File: src/common/ps2_pkg.sv
// PS/2 keyboard receiver package: width types, receiver FSM states, protocol constants
package ps2_pkg;

    // ----------------------------------------------------------------------
    // Width types
    // ----------------------------------------------------------------------
    typedef logic [7:0] scan_t;       // One scan code byte from the keyboard
    typedef logic [3:0] err_cnt_t;    // Saturating count of bad frames
    typedef logic [7:0] stall_cnt_t;  // System clocks since last PS/2 edge

    // ----------------------------------------------------------------------
    // Frame receiver states
    // ----------------------------------------------------------------------
    typedef enum logic [1:0] {
        rx_idle,    // Waiting for a low start bit
        rx_data,    // Shifting in eight data bits, LSB first
        rx_parity,  // Sampling the odd parity bit
        rx_stop     // Sampling the stop bit
    } rx_state_e;

    // ----------------------------------------------------------------------
    // Protocol constants
    // ----------------------------------------------------------------------
    // Prefix bytes of set 2 scan codes
    localparam scan_t BYTE_EXT   = 8'hE0;  // Extended key follows
    localparam scan_t BYTE_BREAK = 8'hF0;  // Key release follows

    // A keyboard clocks at 10..16.7 kHz, so a silent line this long
    // in the middle of a frame means the frame is lost
    localparam stall_cnt_t STALL_CYCLES = 8'd200;

    localparam err_cnt_t ERR_MAX = 4'd15;  // Error counter saturates here

endpackage
File: src/common/ps2_rx_if.sv
// Received byte channel: one scan code byte plus frame status, frame receiver to key event unit
interface ps2_rx_if;
    import ps2_pkg::*;

    scan_t data;        // Assembled byte, valid with done
    logic  done;        // One-cycle pulse, a frame has ended
    logic  parity_err;  // Nine sampled bits had even weight
    logic  stop_err;    // Stop bit sampled low

    // Frame receiver side
    modport rx (
        output data, done, parity_err, stop_err
    );

    // Consumer side, no back-pressure
    modport sink (
        input data, done, parity_err, stop_err
    );

endinterface

File: src/rtl/ps2_keyboard_top.sv
// PS/2 keyboard receiver top: line sync, frame receiver, stall timer and key event unit
module ps2_keyboard_top (
    input  logic              clk,
    input  logic              rst_n,
    input  logic              ps2_clk,       // From keyboard connector
    input  logic              ps2_data,      // From keyboard connector
    output ps2_pkg::scan_t    key_code,
    output logic              key_extended,
    output logic              key_released,
    output logic              key_strobe,
    output ps2_pkg::err_cnt_t error_count
);

    logic fall;     // Synced PS/2 clock falling edge
    logic bit_val;  // Synced PS/2 data
    logic busy;     // Frame in progress
    logic stall;    // Frame aborted

    ps2_rx_if rx_bus ();  // Byte channel, receiver to event unit

    ps2_line_sync u_line_sync (
        .clk      (clk),
        .rst_n    (rst_n),
        .ps2_clk  (ps2_clk),
        .ps2_data (ps2_data),
        .fall     (fall),
        .bit_val  (bit_val)
    );

    ps2_frame_rx u_frame_rx (
        .clk     (clk),
        .rst_n   (rst_n),
        .fall    (fall),
        .bit_val (bit_val),
        .stall   (stall),
        .rx      (rx_bus.rx),
        .busy    (busy)
    );

    ps2_stall_timer u_stall_timer (
        .clk   (clk),
        .rst_n (rst_n),
        .fall  (fall),
        .busy  (busy),
        .stall (stall)
    );

    key_event_unit u_key_event (
        .clk          (clk),
        .rst_n        (rst_n),
        .rx           (rx_bus.sink),
        .stall        (stall),
        .key_code     (key_code),
        .key_extended (key_extended),
        .key_released (key_released),
        .key_strobe   (key_strobe),
        .error_count  (error_count)
    );

endmodule

File: src/rtl/key_event_unit.sv
// Key event unit: folds E0/F0 prefixes into key events and counts bad or stalled frames
module key_event_unit (
    input  logic              clk,
    input  logic              rst_n,
    ps2_rx_if.sink            rx,            // Bytes from frame receiver
    input  logic              stall,         // Aborted frame pulse
    output ps2_pkg::scan_t    key_code,      // Last key scan code
    output logic              key_extended,  // Last key had E0 prefix
    output logic              key_released,  // Last key had F0 prefix
    output logic              key_strobe,    // One-cycle new event pulse
    output ps2_pkg::err_cnt_t error_count    // Saturating error count
);
    import ps2_pkg::*;

    logic ext_pend;   // E0 seen, waiting for key byte
    logic brk_pend;   // F0 seen, waiting for key byte
    logic bad_frame;  // Frame lost for any reason
    logic good_byte;  // Clean byte this cycle

    assign bad_frame = stall || (rx.done && (rx.parity_err || rx.stop_err));
    assign good_byte = rx.done && !rx.parity_err && !rx.stop_err;

    // ----------------------------------------------------------------------
    // Prefix folding and event output
    // ----------------------------------------------------------------------
    always_ff @(posedge clk or negedge rst_n) begin
        if (!rst_n) begin
            ext_pend     <= 1'b0;
            brk_pend     <= 1'b0;
            key_code     <= '0;
            key_extended <= 1'b0;
            key_released <= 1'b0;
            key_strobe   <= 1'b0;
        end else begin
            key_strobe <= 1'b0;
            if (bad_frame) begin
                ext_pend <= 1'b0;               // Prefix context lost
                brk_pend <= 1'b0;
            end else if (good_byte) begin
                if (rx.data == BYTE_EXT) begin
                    ext_pend <= 1'b1;
                end else if (rx.data == BYTE_BREAK) begin
                    brk_pend <= 1'b1;
                end else begin
                    // Plain code byte, emit event with gathered flags
                    key_code     <= rx.data;
                    key_extended <= ext_pend;
                    key_released <= brk_pend;
                    key_strobe   <= 1'b1;
                    ext_pend     <= 1'b0;
                    brk_pend     <= 1'b0;
                end
            end
        end
    end

    // ----------------------------------------------------------------------
    // Error counter
    // ----------------------------------------------------------------------
    always_ff @(posedge clk or negedge rst_n) begin
        if (!rst_n) begin
            error_count <= '0;
        end else if (bad_frame && (error_count != ERR_MAX)) begin
            error_count <= error_count + err_cnt_t'(1);  // Stick at max
        end
    end

endmodule

File: src/rtl/ps2_stall_timer.sv
// PS/2 stall timer: times the gap between PS/2 clock edges in a frame and flags a stalled frame
module ps2_stall_timer (
    input  logic clk,
    input  logic rst_n,
    input  logic fall,   // PS/2 clock falling edge pulse
    input  logic busy,   // Frame in progress
    output logic stall   // One-cycle abort pulse
);
    import ps2_pkg::*;

    stall_cnt_t cnt;     // Clocks since last falling edge
    logic       armed;   // One pulse per frame at most
    logic       hit;     // Limit reached this cycle

    assign hit = busy && armed && !fall && (cnt == STALL_CYCLES);

    // ----------------------------------------------------------------------
    // Gap counter, saturates at the limit
    // ----------------------------------------------------------------------
    always_ff @(posedge clk or negedge rst_n) begin
        if (!rst_n) begin
            cnt <= '0;
        end else if (fall || !busy) begin
            cnt <= '0;                      // Edge seen, or no frame open
        end else if (cnt != STALL_CYCLES) begin
            cnt <= cnt + stall_cnt_t'(1);
        end
    end

    // ----------------------------------------------------------------------
    // Pulse and re-arm
    // ----------------------------------------------------------------------
    always_ff @(posedge clk or negedge rst_n) begin
        if (!rst_n) begin
            armed <= 1'b1;
            stall <= 1'b0;
        end else begin
            stall <= hit;                   // Appears the cycle after the limit
            if (hit) begin
                armed <= 1'b0;              // Hold off until busy falls
            end else if (!busy) begin
                armed <= 1'b1;
            end
        end
    end

endmodule

File: src/ps2_frame_rx/ps2_frame_rx.sv
// PS/2 frame receiver: FSM that assembles 11-bit frames and checks odd parity and the stop bit
module ps2_frame_rx (
    input  logic    clk,
    input  logic    rst_n,
    input  logic    fall,     // Sample strobe from line sync
    input  logic    bit_val,  // Synchronized data level
    input  logic    stall,    // Abort request from stall timer
    ps2_rx_if.rx    rx,       // Byte and status out
    output logic    busy      // Frame in progress
);
    import ps2_pkg::*;

    rx_state_e  state;
    logic [2:0] bit_cnt;   // Data bits taken so far, minus one
    scan_t      shift_q;   // Data shift register, LSB arrives first
    logic       par_bit;   // Sampled parity bit

    // ----------------------------------------------------------------------
    // Control FSM
    // ----------------------------------------------------------------------
    always_ff @(posedge clk or negedge rst_n) begin
        if (!rst_n) begin
            state   <= rx_idle;
            bit_cnt <= 3'd0;
            rx.done <= 1'b0;
        end else begin
            rx.done <= 1'b0;                  // Default, pulse only
            if (stall) begin
                state <= rx_idle;             // Clock died mid-frame, drop it
            end else if (fall) begin
                unique case (state)
                    rx_idle: begin
                        if (!bit_val) begin   // Start bit is low
                            state   <= rx_data;
                            bit_cnt <= 3'd0;
                        end
                    end
                    rx_data: begin
                        bit_cnt <= bit_cnt + 3'd1;
                        if (bit_cnt == 3'd7) begin
                            state <= rx_parity;  // Eighth bit taken
                        end
                    end
                    rx_parity: state <= rx_stop;
                    rx_stop: begin
                        state   <= rx_idle;
                        rx.done <= 1'b1;      // Frame complete
                    end
                    default: state <= rx_idle;
                endcase
            end
        end
    end

    // ----------------------------------------------------------------------
    // Datapath: byte, parity bit and status flags
    // ----------------------------------------------------------------------
    always_ff @(posedge clk) begin
        if (fall) begin
            if (state == rx_data) begin
                shift_q <= {bit_val, shift_q[7:1]};  // LSB first
            end
            if (state == rx_parity) begin
                par_bit <= bit_val;
            end
            if (state == rx_stop) begin
                // Odd parity over data plus parity bit, so even weight is bad
                rx.parity_err <= ~(^{par_bit, shift_q});
                rx.stop_err   <= ~bit_val;        // Stop bit must be high
            end
        end
    end

    assign rx.data = shift_q;            // Held stable until next frame shifts
    assign busy    = (state != rx_idle); // Start bit through stop bit

endmodule

File: src/rtl/ps2_line_sync.sv
// PS/2 line synchronizer: brings clock and data into clk domain, flags PS/2 clock falling edges
module ps2_line_sync (
    input  logic clk,
    input  logic rst_n,
    input  logic ps2_clk,   // Open-collector line from the keyboard
    input  logic ps2_data,  // Open-collector line from the keyboard
    output logic fall,      // One-cycle pulse per PS/2 clock falling edge
    output logic bit_val    // Data level, aligned with fall
);

    logic clk_s1, clk_s2;    // Two-stage sync of PS/2 clock
    logic data_s1, data_s2;  // Two-stage sync of PS/2 data
    logic clk_q;             // Previous synchronized clock level

    // Lines idle high, so reset to high to avoid a false edge after reset
    always_ff @(posedge clk or negedge rst_n) begin
        if (!rst_n) begin
            clk_s1  <= 1'b1;
            clk_s2  <= 1'b1;
            clk_q   <= 1'b1;
            data_s1 <= 1'b1;
            data_s2 <= 1'b1;
            fall    <= 1'b0;
            bit_val <= 1'b1;
        end else begin
            clk_s1  <= ps2_clk;
            clk_s2  <= clk_s1;
            clk_q   <= clk_s2;
            data_s1 <= ps2_data;
            data_s2 <= data_s1;
            fall    <= clk_q & ~clk_s2;  // High to low seen on synced clock
            bit_val <= data_s2;          // Same stage as fall
        end
    end

endmodule

File: config.mk
export PLATFORM = sky130hd
export DESIGN_NAME = ps2_keyboard_top
export DESIGN_NICKNAME = d
export VERILOG_FILES = /design/src/common/ps2_pkg.sv /design/src/common/ps2_rx_if.sv /design/src/rtl/ps2_keyboard_top.sv /design/src/rtl/key_event_unit.sv /design/src/rtl/ps2_stall_timer.sv /design/src/ps2_frame_rx/ps2_frame_rx.sv /design/src/rtl/ps2_line_sync.sv
export SDC_FILE = /design/constraint.sdc
export NUM_CORES = 1
export LEC_CHECK = 0
export BUFFER_PORTS_ARGS = -buffer_cell sky130_fd_sc_hd__buf_2
export CORE_ASPECT_RATIO = 0.8
export CORE_MARGIN = 2
export CORE_UTILIZATION = 40
export CTS_BUF_LIST = sky130_fd_sc_hd__clkbuf_4 sky130_fd_sc_hd__clkbuf_8 sky130_fd_sc_hd__clkbuf_16
export CTS_CLUSTER_SIZE = 16
export DETAILED_ROUTE_END_ITERATION = 8
export SETUP_SLACK_MARGIN = 0.4
export SLEW_MARGIN = 30
export SYNTH_ARGS = -nofsm -noshare
export SYNTH_HDL_FRONTEND = slang
export SYNTH_HIERARCHICAL = 1
export SYNTH_SLANG_ARGS = --single-unit
export TNS_END_PERCENT = 10
File: constraint.sdc
create_clock -name clk -period 2.1 [get_ports clk]
set_clock_uncertainty 0.15 [all_clocks]
set_input_delay 0.525 -clock clk [delete_from_list [all_inputs] [get_ports clk]]
set_output_delay 0.525 -clock clk [all_outputs]
set_load 0.02 [all_outputs]
Word-level counts from Yosys, hierarchy flattened
Index checks and enable logic that the tools add are counted.

word-level totals
  register bits after elaboration = 51
  logic and storage cells = 105
  bits in read-only memories = 0
  output and inout bits = 15
  memories kept = 0
  bits in latches = 0
  RAM bits = 0

cells by class
  reduce and logical (&&, ||, !) cells = 29
  bitwise gates (word level) = 8
  equal/unequal tests = 15
  muxes and demuxes = 26
  add/subtract/negate cells = 3
  shift-type cells = 0
  $lt $le $gt $ge = 0
  div/mod/pow operators = 0
  multiply operators = 0

operators with widths
  operator                                                         count
  8-bit equality test, second input constant                       3
  1-bit two-way mux                                                17
  8-bit two-way mux                                                2
  2-bit AND reduction                                              5
  2-bit nonzero test                                               5
  9-bit parity                                                     1
  8-bit by 1-bit adder with 8-bit output, second input constant    1
  2-bit two-way mux                                                4
  8-bit != test, second input constant                             1
  2-bit case mux with 4 select lines                               1
  4-bit AND reduction                                              2
  1-bit logical AND                                                7
  1-bit inverter                                                   7
  3-bit by 1-bit != test with 1-bit output, second input constant  2
  3-bit case mux with 2 select lines                               1
  4-bit by 1-bit adder with 4-bit output, second input constant    1
  2-bit equality test, second input constant                       2
  1-bit zero test                                                  4
  2-bit != test, second input constant                             2
  4-bit != test, second input constant                             1
  3-bit by 1-bit adder with 3-bit output, second input constant    1
  3-bit equality test, second input constant                       1
  1-bit logical OR                                                 3
  3-bit two-way mux                                                1
  other kinds (6)                                                  6

Logic depth before layout (Yosys ltp)
Gate-level depths: netlist (run 1).

  depth in word-level cells = 5
  mapped depth = 6
  depth with buffers taken out = 6

Cells and area by module
The synthesis (run 1) kept the hierarchy.

by module, submodules not included
  module           sequential area each (sq um)  cells each  times used  area an instance (sq um)
  ps2_frame_rx     480.5                         58          1           810.8
  key_event_unit   425.4                         52          1           743.2
  ps2_stall_timer  251.5                         50          1           501.7
  ps2_line_sync    182.7                         8           1           196.4

Worst setup path after synthesis (run 1)
Ideal clock, no wire load.

  kind = flip-flop to flip-flop
  from = register u_frame_rx.shift_q[1] (netlist: u_frame_rx/rx.data[1])
  to = register u_key_event.key_extended
  arrival = 1.418 ns
  library setup time = 0.125 ns
  stages on the path, launching flop included = 5
  data required time = 1.825 ns
  period minus slack after synthesis = 1.693 ns
  setup slack = 0.407 ns
  path through = edfxtp_1 -> or3_4 -> o21ai_4 -> inv_2 -> mux2_4

on the way
  longest elaborated chain between the ends = 3
  elaborated cells on any way between the ends = 5

ends and longest elaborated chain
  item                                           RTL line                                    RTL
  from (decl)                                    ps2_frame_rx.sv:15                          scan_t shift_q;
  from (signal assigned)                         ps2_frame_rx.sv:61                          shift_q <= {bit_val, shift_q[7:1]};
  8-bit equality test, on equally long branches  key_event_unit.sv:40, key_event_unit.sv:42
  1-bit inverter (no line)                       -
  4-bit AND reduction (no line) *                -
  to (signal assigned)                           key_event_unit.sv:47                        key_extended <= ext_pend;
  to (decl)                                      key_event_unit.sv:8                         output logic key_extended,

Every way passes the cells marked *; elsewhere a longest branch is shown, timed or not.
A chain may end at the register's enable or synchronous reset.

Worst setup path after layout (run 1)
  from = register u_frame_rx.shift_q[0] (netlist: u_frame_rx/rx.data[0])
  to = register u_key_event.key_extended

The elaborated chain is that of the path after synthesis.

==> results of run 1 <==
-- worst paths after layout --
kind	startpoint	to	slack [ps]	depth (start not counted)
setup / recovery	u_frame_rx/rx.data[0]	u_key_event/key_extended	390	4
hold / removal	rst_n	u_key_event/key_code[0]	10	1
setup reg to reg	u_frame_rx/rx.data[0]	u_key_event/key_extended	390	4
hold reg to reg	u_line_sync/data_s2	u_line_sync/bit_val	210	0
max in group asynchronous	rst_n	u_stall_timer/armed	1230	2
min in group clk	ps2_data	u_line_sync/data_s1	170	1
-- cells by family (layout without fill, tap and decap cells) --
logic type	Yosys count	in the layout	synth area share
flops	51	51	0.595
simple gates	46	46	0.141
compound gates	27	27	0.0839
mux	12	12	0.0617
buf+inv	12	47	0.0200
xor+xnor	11	11	0.0489
fa+ha+maj	9	9	0.0500
-- registers in the layout, summed over array words and instances, names as in the netlist, 2 cells and up --
signal,cells
u_frame_rx/state,2
u_key_event/error_count,4
u_key_event/key_code,8
u_frame_rx/bit_cnt,3
u_frame_rx/rx.data,8
u_stall_timer/cnt,8
-- metal layers --
layer,wire length (um),track usage,part of all wire
met5,0,0,0
met4,36,0.0427,0.0096
met3,129,0.0502,0.034
met2,1850,0.231,0.49
met1,1730,0.175,0.46
-- placed cells by master (no fill, tap or decap), types with 2 or more instances in the layout --
master and n:
a31oi_1 2, or3_1 4, mux2_4 2, dfrtp_1 32
ha_1 8, nand2b_1 5, a21oi_1 6, a22o_1 3
xnor2_1 6, mux2i_1 3, nor2_1 3, nand3_1 5
edfxtp_1 11, dfstp_2 7, buf_4 8, buf_2 18
xor2_1 4, and2_2 3, o21ai_0 7, inv_1 11
nor4_1 2, clkbuf_8 5, mux2_2 6, nor2b_1 4
nand2_1 6
-- timing repair --
item,CTS,global route
endpoints found under the setup margin,6,16
setup buffers,7,0
cloned,0,0
gates resized for setup,0,4
pin swaps,1,2
-- layout make-up --
type | count | area, um^2
Fill cell | 483 | 2790
Timing Repair Buffer | 27 | 170
Inverter | 12 | 45.0
Clock inverter | 2 | 36.3
Clock buffer | 6 | 76.3
Multi-Input combinational cell | 105 | 877
Tap cell | 78 | 97.6
Sequential cell | 51 | 1340
-- metrics by stage --
stage                     setup WS [ps]  hold slack, ps
after global placement              347             197
after global routing                311            30.1
final                               391            11.9
after CTS                           377            20.4
after detailed placement            282             197
after floorplan                     407            79.4
-- report_power, final --
part | internal (mW) | switching [mW] | total, mW
registers | 1.20 | 0.148 | 1.35
clock network | 0.369 | 0.303 | 0.673
logic | 0.344 | 0.408 | 0.752
==> metrics, run 1 <==
Layout area overhead=17.4%; Avg Inst Size Synth=~13 um^2; WP data arrival=between 1500 and 2000 ps; TritonRoute pass-1 iters=4; Power Density=~1000 nW/um^2; Port Buf Inserts=18; Synth top area share=0.367; startpoint types=flip-flop; placed insts=~270; Synth area leaders=dfrtp_1 (37%), edfxtp_1 (15%), dfstp_2 (8.2%); Synth Register Bits=51; Hold WC Path Type=input pin to asynchronous set/reset pin; Die Ht=around 71 um; top-count cell post-synth=dfrtp_1; RSZ-0062 raised after global routing=yes; total CTS buffers=5; cell area after synthesis=2250 um^2; final setup vio count=0; placed inst area=approximately 2500 um^2; DPL Wire Length=around 2700 um; Slew HR=0.688; Routed Antenna Nets=0; vias=~1400; total power=2.78 mW; Layout Cell Area excl Fill=2640 um^2; crit path max fanout=5; Slew Limit Fails=0; largest net degree at the start of global routing=22; Crit path largest cell delay=410 ps; placeable core area=between 5000 and 6000 um^2; Worst-Margin Slew=469 ps; antenna violations before repair=0; largest area contributor in the netlist=dfrtp_1; Worst-path clk slew=90 ps; Seq/Total Area, Yosys=0.595; share of layout cells above drive strength 1=0.325; setup TNS=0 ps; Layout Nets=215; warnings from Yosys=6; clk root buf=clkbuf_8; Total GRT Usage=0.141; ys async rst share=0.784; Hold Vio Cnt, Final=0; Routed wire per std cell=about 13 um; Syn Nets=about 180; crit end category=flip-flop; chip width=between 80 and 90 um; Layout Cells excl Fill=281; drt initial violations=50; Post-CTS Hold Fix Bufs=0; post-synthesis cell count=~170; Inserted Diodes=0; CTS max path bufs=2; I/O pin total=19; Final Critical Period=1710 ps; WL final=between 3000 and 4000 um; Max VDD drop=0.560 mV; Overflow after GRT=0; first-pass GRT wire length=6750 um; number of flops mapped to enable cells by yosys=11; Leak=about 1.2 nW; max-cap violations=0; Finished Core Util=0.486; Clk Latency, worst-skew pair=~300 ps; distinct cell type count after synthesis=47; Placer Congestion=0.752; Residual DRC=0; ys flop type=dfrtp_1; Vias/cell=4.82; fin crit share=0.814; CP Buf/Inv Count=1; TritonCTS clock tree=done; critical path class=flip-flop to flip-flop; status=complete, no violations; CTS Sinks=51; Initial Utilization=0.414; Max Clk Rate=a little under 600 MHz; Die ar.=6250 um^2; CP top delay family=flip-flops; worst-path cell chain=or3_4 -> o21ai_4 -> inv_2 -> mux2_4; row cnt=24; CP max-delay cell=edfxtp_1; Synth top cells by count=dfrtp_1 (33), edfxtp_1 (11), inv_1 (11), ha_1 (9), o21ai_0 (8); worst endpoint required time=between 2000 and 2500 ps; H-Tree Level Count=2; vias in the first global route=approximately 1400
No activity file was read; power rests on OpenSTA's default activity.
==> run 2: changes to the inputs <==
- ABC_AREA: default -> 1
- clock period: 2.1 -> 1.7 ns (I/O delays scaled with it)
==> metrics, run 2 <==
status=complete, no violations; number of flops mapped to enable cells by yosys=11; first-pass GRT wire length=8020 um; reg2reg start=u_frame_rx/rx.data[5]; setup TNS=0 ps; Seq/Total Area, Yosys=0.547; Synth top area share=0.337; Fillers=around 560; Avg Inst Size Synth=8.91 um^2; H-Tree Level Count=2; placeable core area=about 5900 um^2; Die ar.=about 6800 um^2; worst endpoint required time=about 1600 ps; Inserted Diodes=0; Worst-Margin Slew=381 ps; Final Critical Period=1460 ps; Max Clk Rate=684 MHz; Routed wire per std cell=~12 um; Worst-path clk slew=roughly 100 ps; multi-input logic area=1070 um^2; Residual DRC=0; fin crit share=0.860; drt initial violations=79; r2r setup slk=around 240 ps; critical path class=flip-flop to flip-flop; ys flop type=dfrtp_1; reg2reg path depth=6; ys async rst share=0.784; most common cell after layout, fill and taps aside=nand2_1; Seq. cell area=approximately 1300 um^2; Layout area overhead=24.3%; total power=between 3 and 4 mW; Syn Nets=about 290; most frequent cells in the layout=nand2_1 (65), dfrtp_1 (32), inv_1 (28), nand3_1 (24), nor2_1 (18); Synth Register Bits=51; crit path max fanout=6; crit end category=flip-flop; max-cap violations=0; CP endpoint=u_frame_rx/rx.parity_err; distinct cell type count after synthesis=27; TritonCTS clock tree=done; Port Buf Inserts=18; vias=between 1500 and 2000; cell area after synthesis=~2400 um^2; TritonRoute pass-1 iters=4; clk root buf=clkbuf_8; warnings from Yosys=6; RSZ-0062 raised after global routing=yes; Hold WC Path Type=input pin to flip-flop; Slew Limit Fails=0; largest area contributor in the netlist=dfrtp_1; Total GRT Usage=0.152; Die Ht=between 70 and 80 um; CTS max path bufs=2; share of layout cells above drive strength 1=0.339; Synth area leaders=dfrtp_1 (34%), edfxtp_1 (13%), nand2_1 (12%); CTS Sinks=51; Clk Latency, worst-skew pair=310 ps; WP data arrival=1380 ps; Crit. Startpoint=u_frame_rx/rx.data[5]; Leak=~1.5 nW; vias in the first global route=approximately 1700; I/O pin total=19; Placer Congestion=around 0.74; Slew HR=0.746; Initial Utilization=0.414; DPL Wire Length=roughly 3000 um; reg-to-reg endpoint=u_frame_rx/rx.parity_err; Hold Vio Cnt, Final=0; total CTS buffers=5; chip width=slightly above 90 um; Routed Antenna Nets=0; Vias/cell=approximately 4.5; post-synthesis cell count=approximately 280; largest net degree at the start of global routing=41; row cnt=25; Power Density=1150 nW/um^2; Overflow after GRT=0; final setup vio count=0; top-count cell post-synth=nand2_1; WL final=slightly below 5000 um; Layout Nets=~330; Max VDD drop=a little over 0.6 mV; antenna violations before repair=0; Synth top cells by count=nand2_1 (80), inv_1 (37), dfrtp_1 (33), nand3_1 (25), nor2_1 (23); startpoint types=flip-flop
==> run 2: cell type report <==
class	instances	share of cell area
multi-input cells	183	0.353
clock buffers	7	0.0275
clock inverters	1	0.00164
flip-flops and latches	51	0.440
inverters	40	0.0501
well taps	81	0.0333
repair buffers	37	0.0941
==> run 2: per-stage QoR <==
stage	cells	instance area, um^2	utilization	hold WS (ps)	worst slack [ps]
floorplan	275	2470	-	-20.6	386
global placement	373	2660	0.451	196	169
detailed placement	373	2660	0.451	197	172
CTS	400	2990	0.505	50.8	253
global route	400	3050	0.515	45.1	168
finish	400	3050	0.515	64.8	237
==> run 2: worst min path at each step <==
stage | slack [ps] | start | depth (start not counted) | end
after global placement | 200 | u_line_sync/clk_s1 | 0 | u_line_sync/clk_s2
after detailed placement | 200 | u_line_sync/data_s1 | 0 | u_line_sync/data_s2
after CTS | 50 | ps2_clk | 1 | u_line_sync/clk_s1
after global routing | 50 | ps2_data | 1 | u_line_sync/data_s1
final | 60 | ps2_data | 1 | u_line_sync/data_s1
after floorplan | -20 | rst_n | 0 | u_frame_rx/bit_cnt[0]
==> run 2: critical path: stages (launching register included) <==
cell,delay (ps)
edfxtp_1,510
xnor2_1,250
nand2_1,90
nand2_2,80
inv_1,40
nand2_1,50
nand2_1,40
==> run 2: repair_timing <==
item | CTS | global route
resized for setup | 23 | 23
gates cloned | 2 | 0
buffers inserted | 16 | 0
setup endpoints to repair | 53 | 56
pin swaps | 6 | 8
hold buffers | 1 | 0
hold endpoints to repair | 33 | 0
==> run 2: report_power, final <==
part / switching, mW / total (mW) / internal, mW
clock: 0.393 / 0.715 / 0.322
sequential: 0.163 / 1.63 / 1.47
combinational: 0.633 / 1.14 / 0.511
total: 1.19 / 3.49 / 2.30
==> run 2: cells by family after synthesis <==
logic type      Yosys count  synth area share
fa+ha+maj                 9            0.0460
xor+xnor                  9            0.0322
simple gates            145             0.260
compound gates           18            0.0424
flops                    51             0.547
buf+inv                  43            0.0720
==> run 2: metal layers <==
metal	share of wire	wire (um)	vias to the layer above	track usage
li1	-	-	948	-
met3	0.035	171	4	0.0365
met5	0	0	-	0
met1	0.52	2520	814	0.222
met4	0.0093	45	0	0.0455
met2	0.43	2100	24	0.225
==> run 3: changes to the inputs <==
- clock period: 1.7 -> 1.89 ns (I/O delays scaled with it)
==> metrics, run 3 (synthesized netlist as in run 2, its figures left out) <==
max-cap violations=0; setup TNS=0 ps; Overflow after GRT=0; Hold WC Path Type=input pin to flip-flop; I/O pin total=19; Port Buf Inserts=18; drt initial violations=89; most common cell after layout, fill and taps aside=nand2_1; Vias/cell=between 4 and 5; Worst-path clk slew=100 ps; final setup vio count=0; placed insts=373; Placer Congestion=about 0.79; startpoint types=flip-flop; Total GRT Usage=0.137; Crit path largest cell delay=approximately 420 ps; Routed Antenna Nets=0; chip width=around 91 um; Max Clk Rate=between 600 and 700 MHz; vias=roughly 1900; clk root buf=clkbuf_8; share of layout cells above drive strength 1=0.313; worst-path cell chain=buf_4 -> inv_1 -> nand2_1 -> nor2_4 -> buf_4 -> o21ai_4 -> nand3_1 -> nand2_1; WP data arrival=~1600 ps; first-pass GRT wire length=7280 um; Initial Utilization=0.414; Fillers=about 540; largest net degree at the start of global routing=25; H-Tree Level Count=2; Residual DRC=0; P_int=just over 2 mW; CTS Sinks=51; Layout Cells excl Fill=between 400 and 500; WL final=approximately 4800 um; Net Sw Power=about 1.1 mW; CP top delay family=flip-flops; most frequent cells in the layout=nand2_1 (75), dfrtp_1 (33), inv_1 (31), nand3_1 (25), buf_4 (23); sequential share of power=0.460; row cnt=25; Slew HR=0.711; post-route setup slack=about 360 ps; Inserted Diodes=0; power share of the combinational group=0.340; CP max-delay cell=edfxtp_1; Layout Nets=338; vias in the first global route=around 1600; RSZ-0062 raised after global routing=yes; Max VDD drop=~0.60 mV; Slew Limit Fails=0; Hold Vio Cnt, Final=0; TritonRoute pass-1 iters=4; Placement Setup Slack=approximately 310 ps; Clk pwr share=0.200; DPL Wire Length=3030 um; TritonCTS clock tree=done; Die Ht=about 74 um; status=complete, no violations; CP Buf/Inv Count=3; Routed wire per std cell=about 12 um; Leak=1.52 nW; switching share of power=0.346; fin crit share=0.808; total CTS buffers=5; placeable core area=just under 6000 um^2; Power Density=1030 nW/um^2; worst endpoint required time=around 2000 ps; Finished Core Util=0.515; Clk Latency, worst-skew pair=310 ps; critical path class=flip-flop to flip-flop; crit end category=flip-flop; crit path max fanout=5; Final Critical Period=between 1500 and 2000 ps; Die ar.=6770 um^2; antenna violations before repair=0; CTS max path bufs=2; Layout area overhead=24.3%; Worst-Margin Slew=between 400 and 500 ps
run 3: cell types whose count changed in the layout (fill, tap and decap cells not counted), sizes merged:
cell    before  now
buf         36   43
clkbuf       7    5
clkinv       2    3
inv         39   40
run 3: metal layers:
metal,share of wire,vias to the layer above,track usage,wire length (um)
met3,0.031,10,0.0334,147
met5,0,-,0,0
met1,0.53,876,0.198,2530
li1,-,955,-,-
met2,0.42,31,0.199,2020
met4,0.014,0,0.0556,67
run 3: path summary, 6_finish.rpt:
check                                     endpoint  slack, ps                   from  cells past startpoint
hold reg to reg                u_line_sync/bit_val        210    u_line_sync/data_s2                      0
setup / recovery           u_key_event/key_code[5]        360  u_frame_rx/rx.data[4]                      8
setup reg to reg           u_key_event/key_code[5]        360  u_frame_rx/rx.data[4]                      8
min in group asynchronous  u_key_event/key_code[2]        470                  rst_n                      2
max in group asynchronous      u_line_sync/data_s2        560                  rst_n                      3
hold / removal                  u_line_sync/clk_s1        110                ps2_clk                      1
run 3: final cells by class:
class / count / area (um^2) / share of cell area
clock inverters: 3 / 18.8 / 0.00616
inverters: 40 / 153 / 0.0501
repair buffers: 44 / 313 / 0.103
flip-flops and latches: 51 / 1340 / 0.440
clock buffers: 5 / 68.8 / 0.0226
well taps: 81 / 101 / 0.0333
multi-input cells: 183 / 1050 / 0.345
run 3: power by group through the flow:
stage	Combinational, mW	Sequential [mW]	Clock [mW]
floorplan	0.479	1.57	0
global route	1.19	1.46	0.694
CTS	0.918	1.44	0.651
finish	1.06	1.44	0.627
global placement	0.767	1.48	0
detailed placement	0.777	1.48	0
run 3: timing repair:
item / CTS / global route
gates resized for setup: 3 / 27
buffers inserted: 11 / 12
pin swaps: 1 / 9
cloned: 0 / 2
endpoints found under the setup margin: 38 / 50
hold buffers: 1 / 0
hold endpoints to repair: 15 / 0
run 3: per-stage QoR:
step / area (um^2) / hold slack, ps / total power, mW
2_1_floorplan: 2450 / 26.9 / 2.05
3_3_place_gp: 2640 / 196 / 2.24
3_5_place_dp: 2640 / 197 / 2.26
4_1_cts: 2850 / 98.2 / 3.01
5_1_grt: 3050 / 90.9 / 3.34
6_report: 3050 / 113 / 3.13
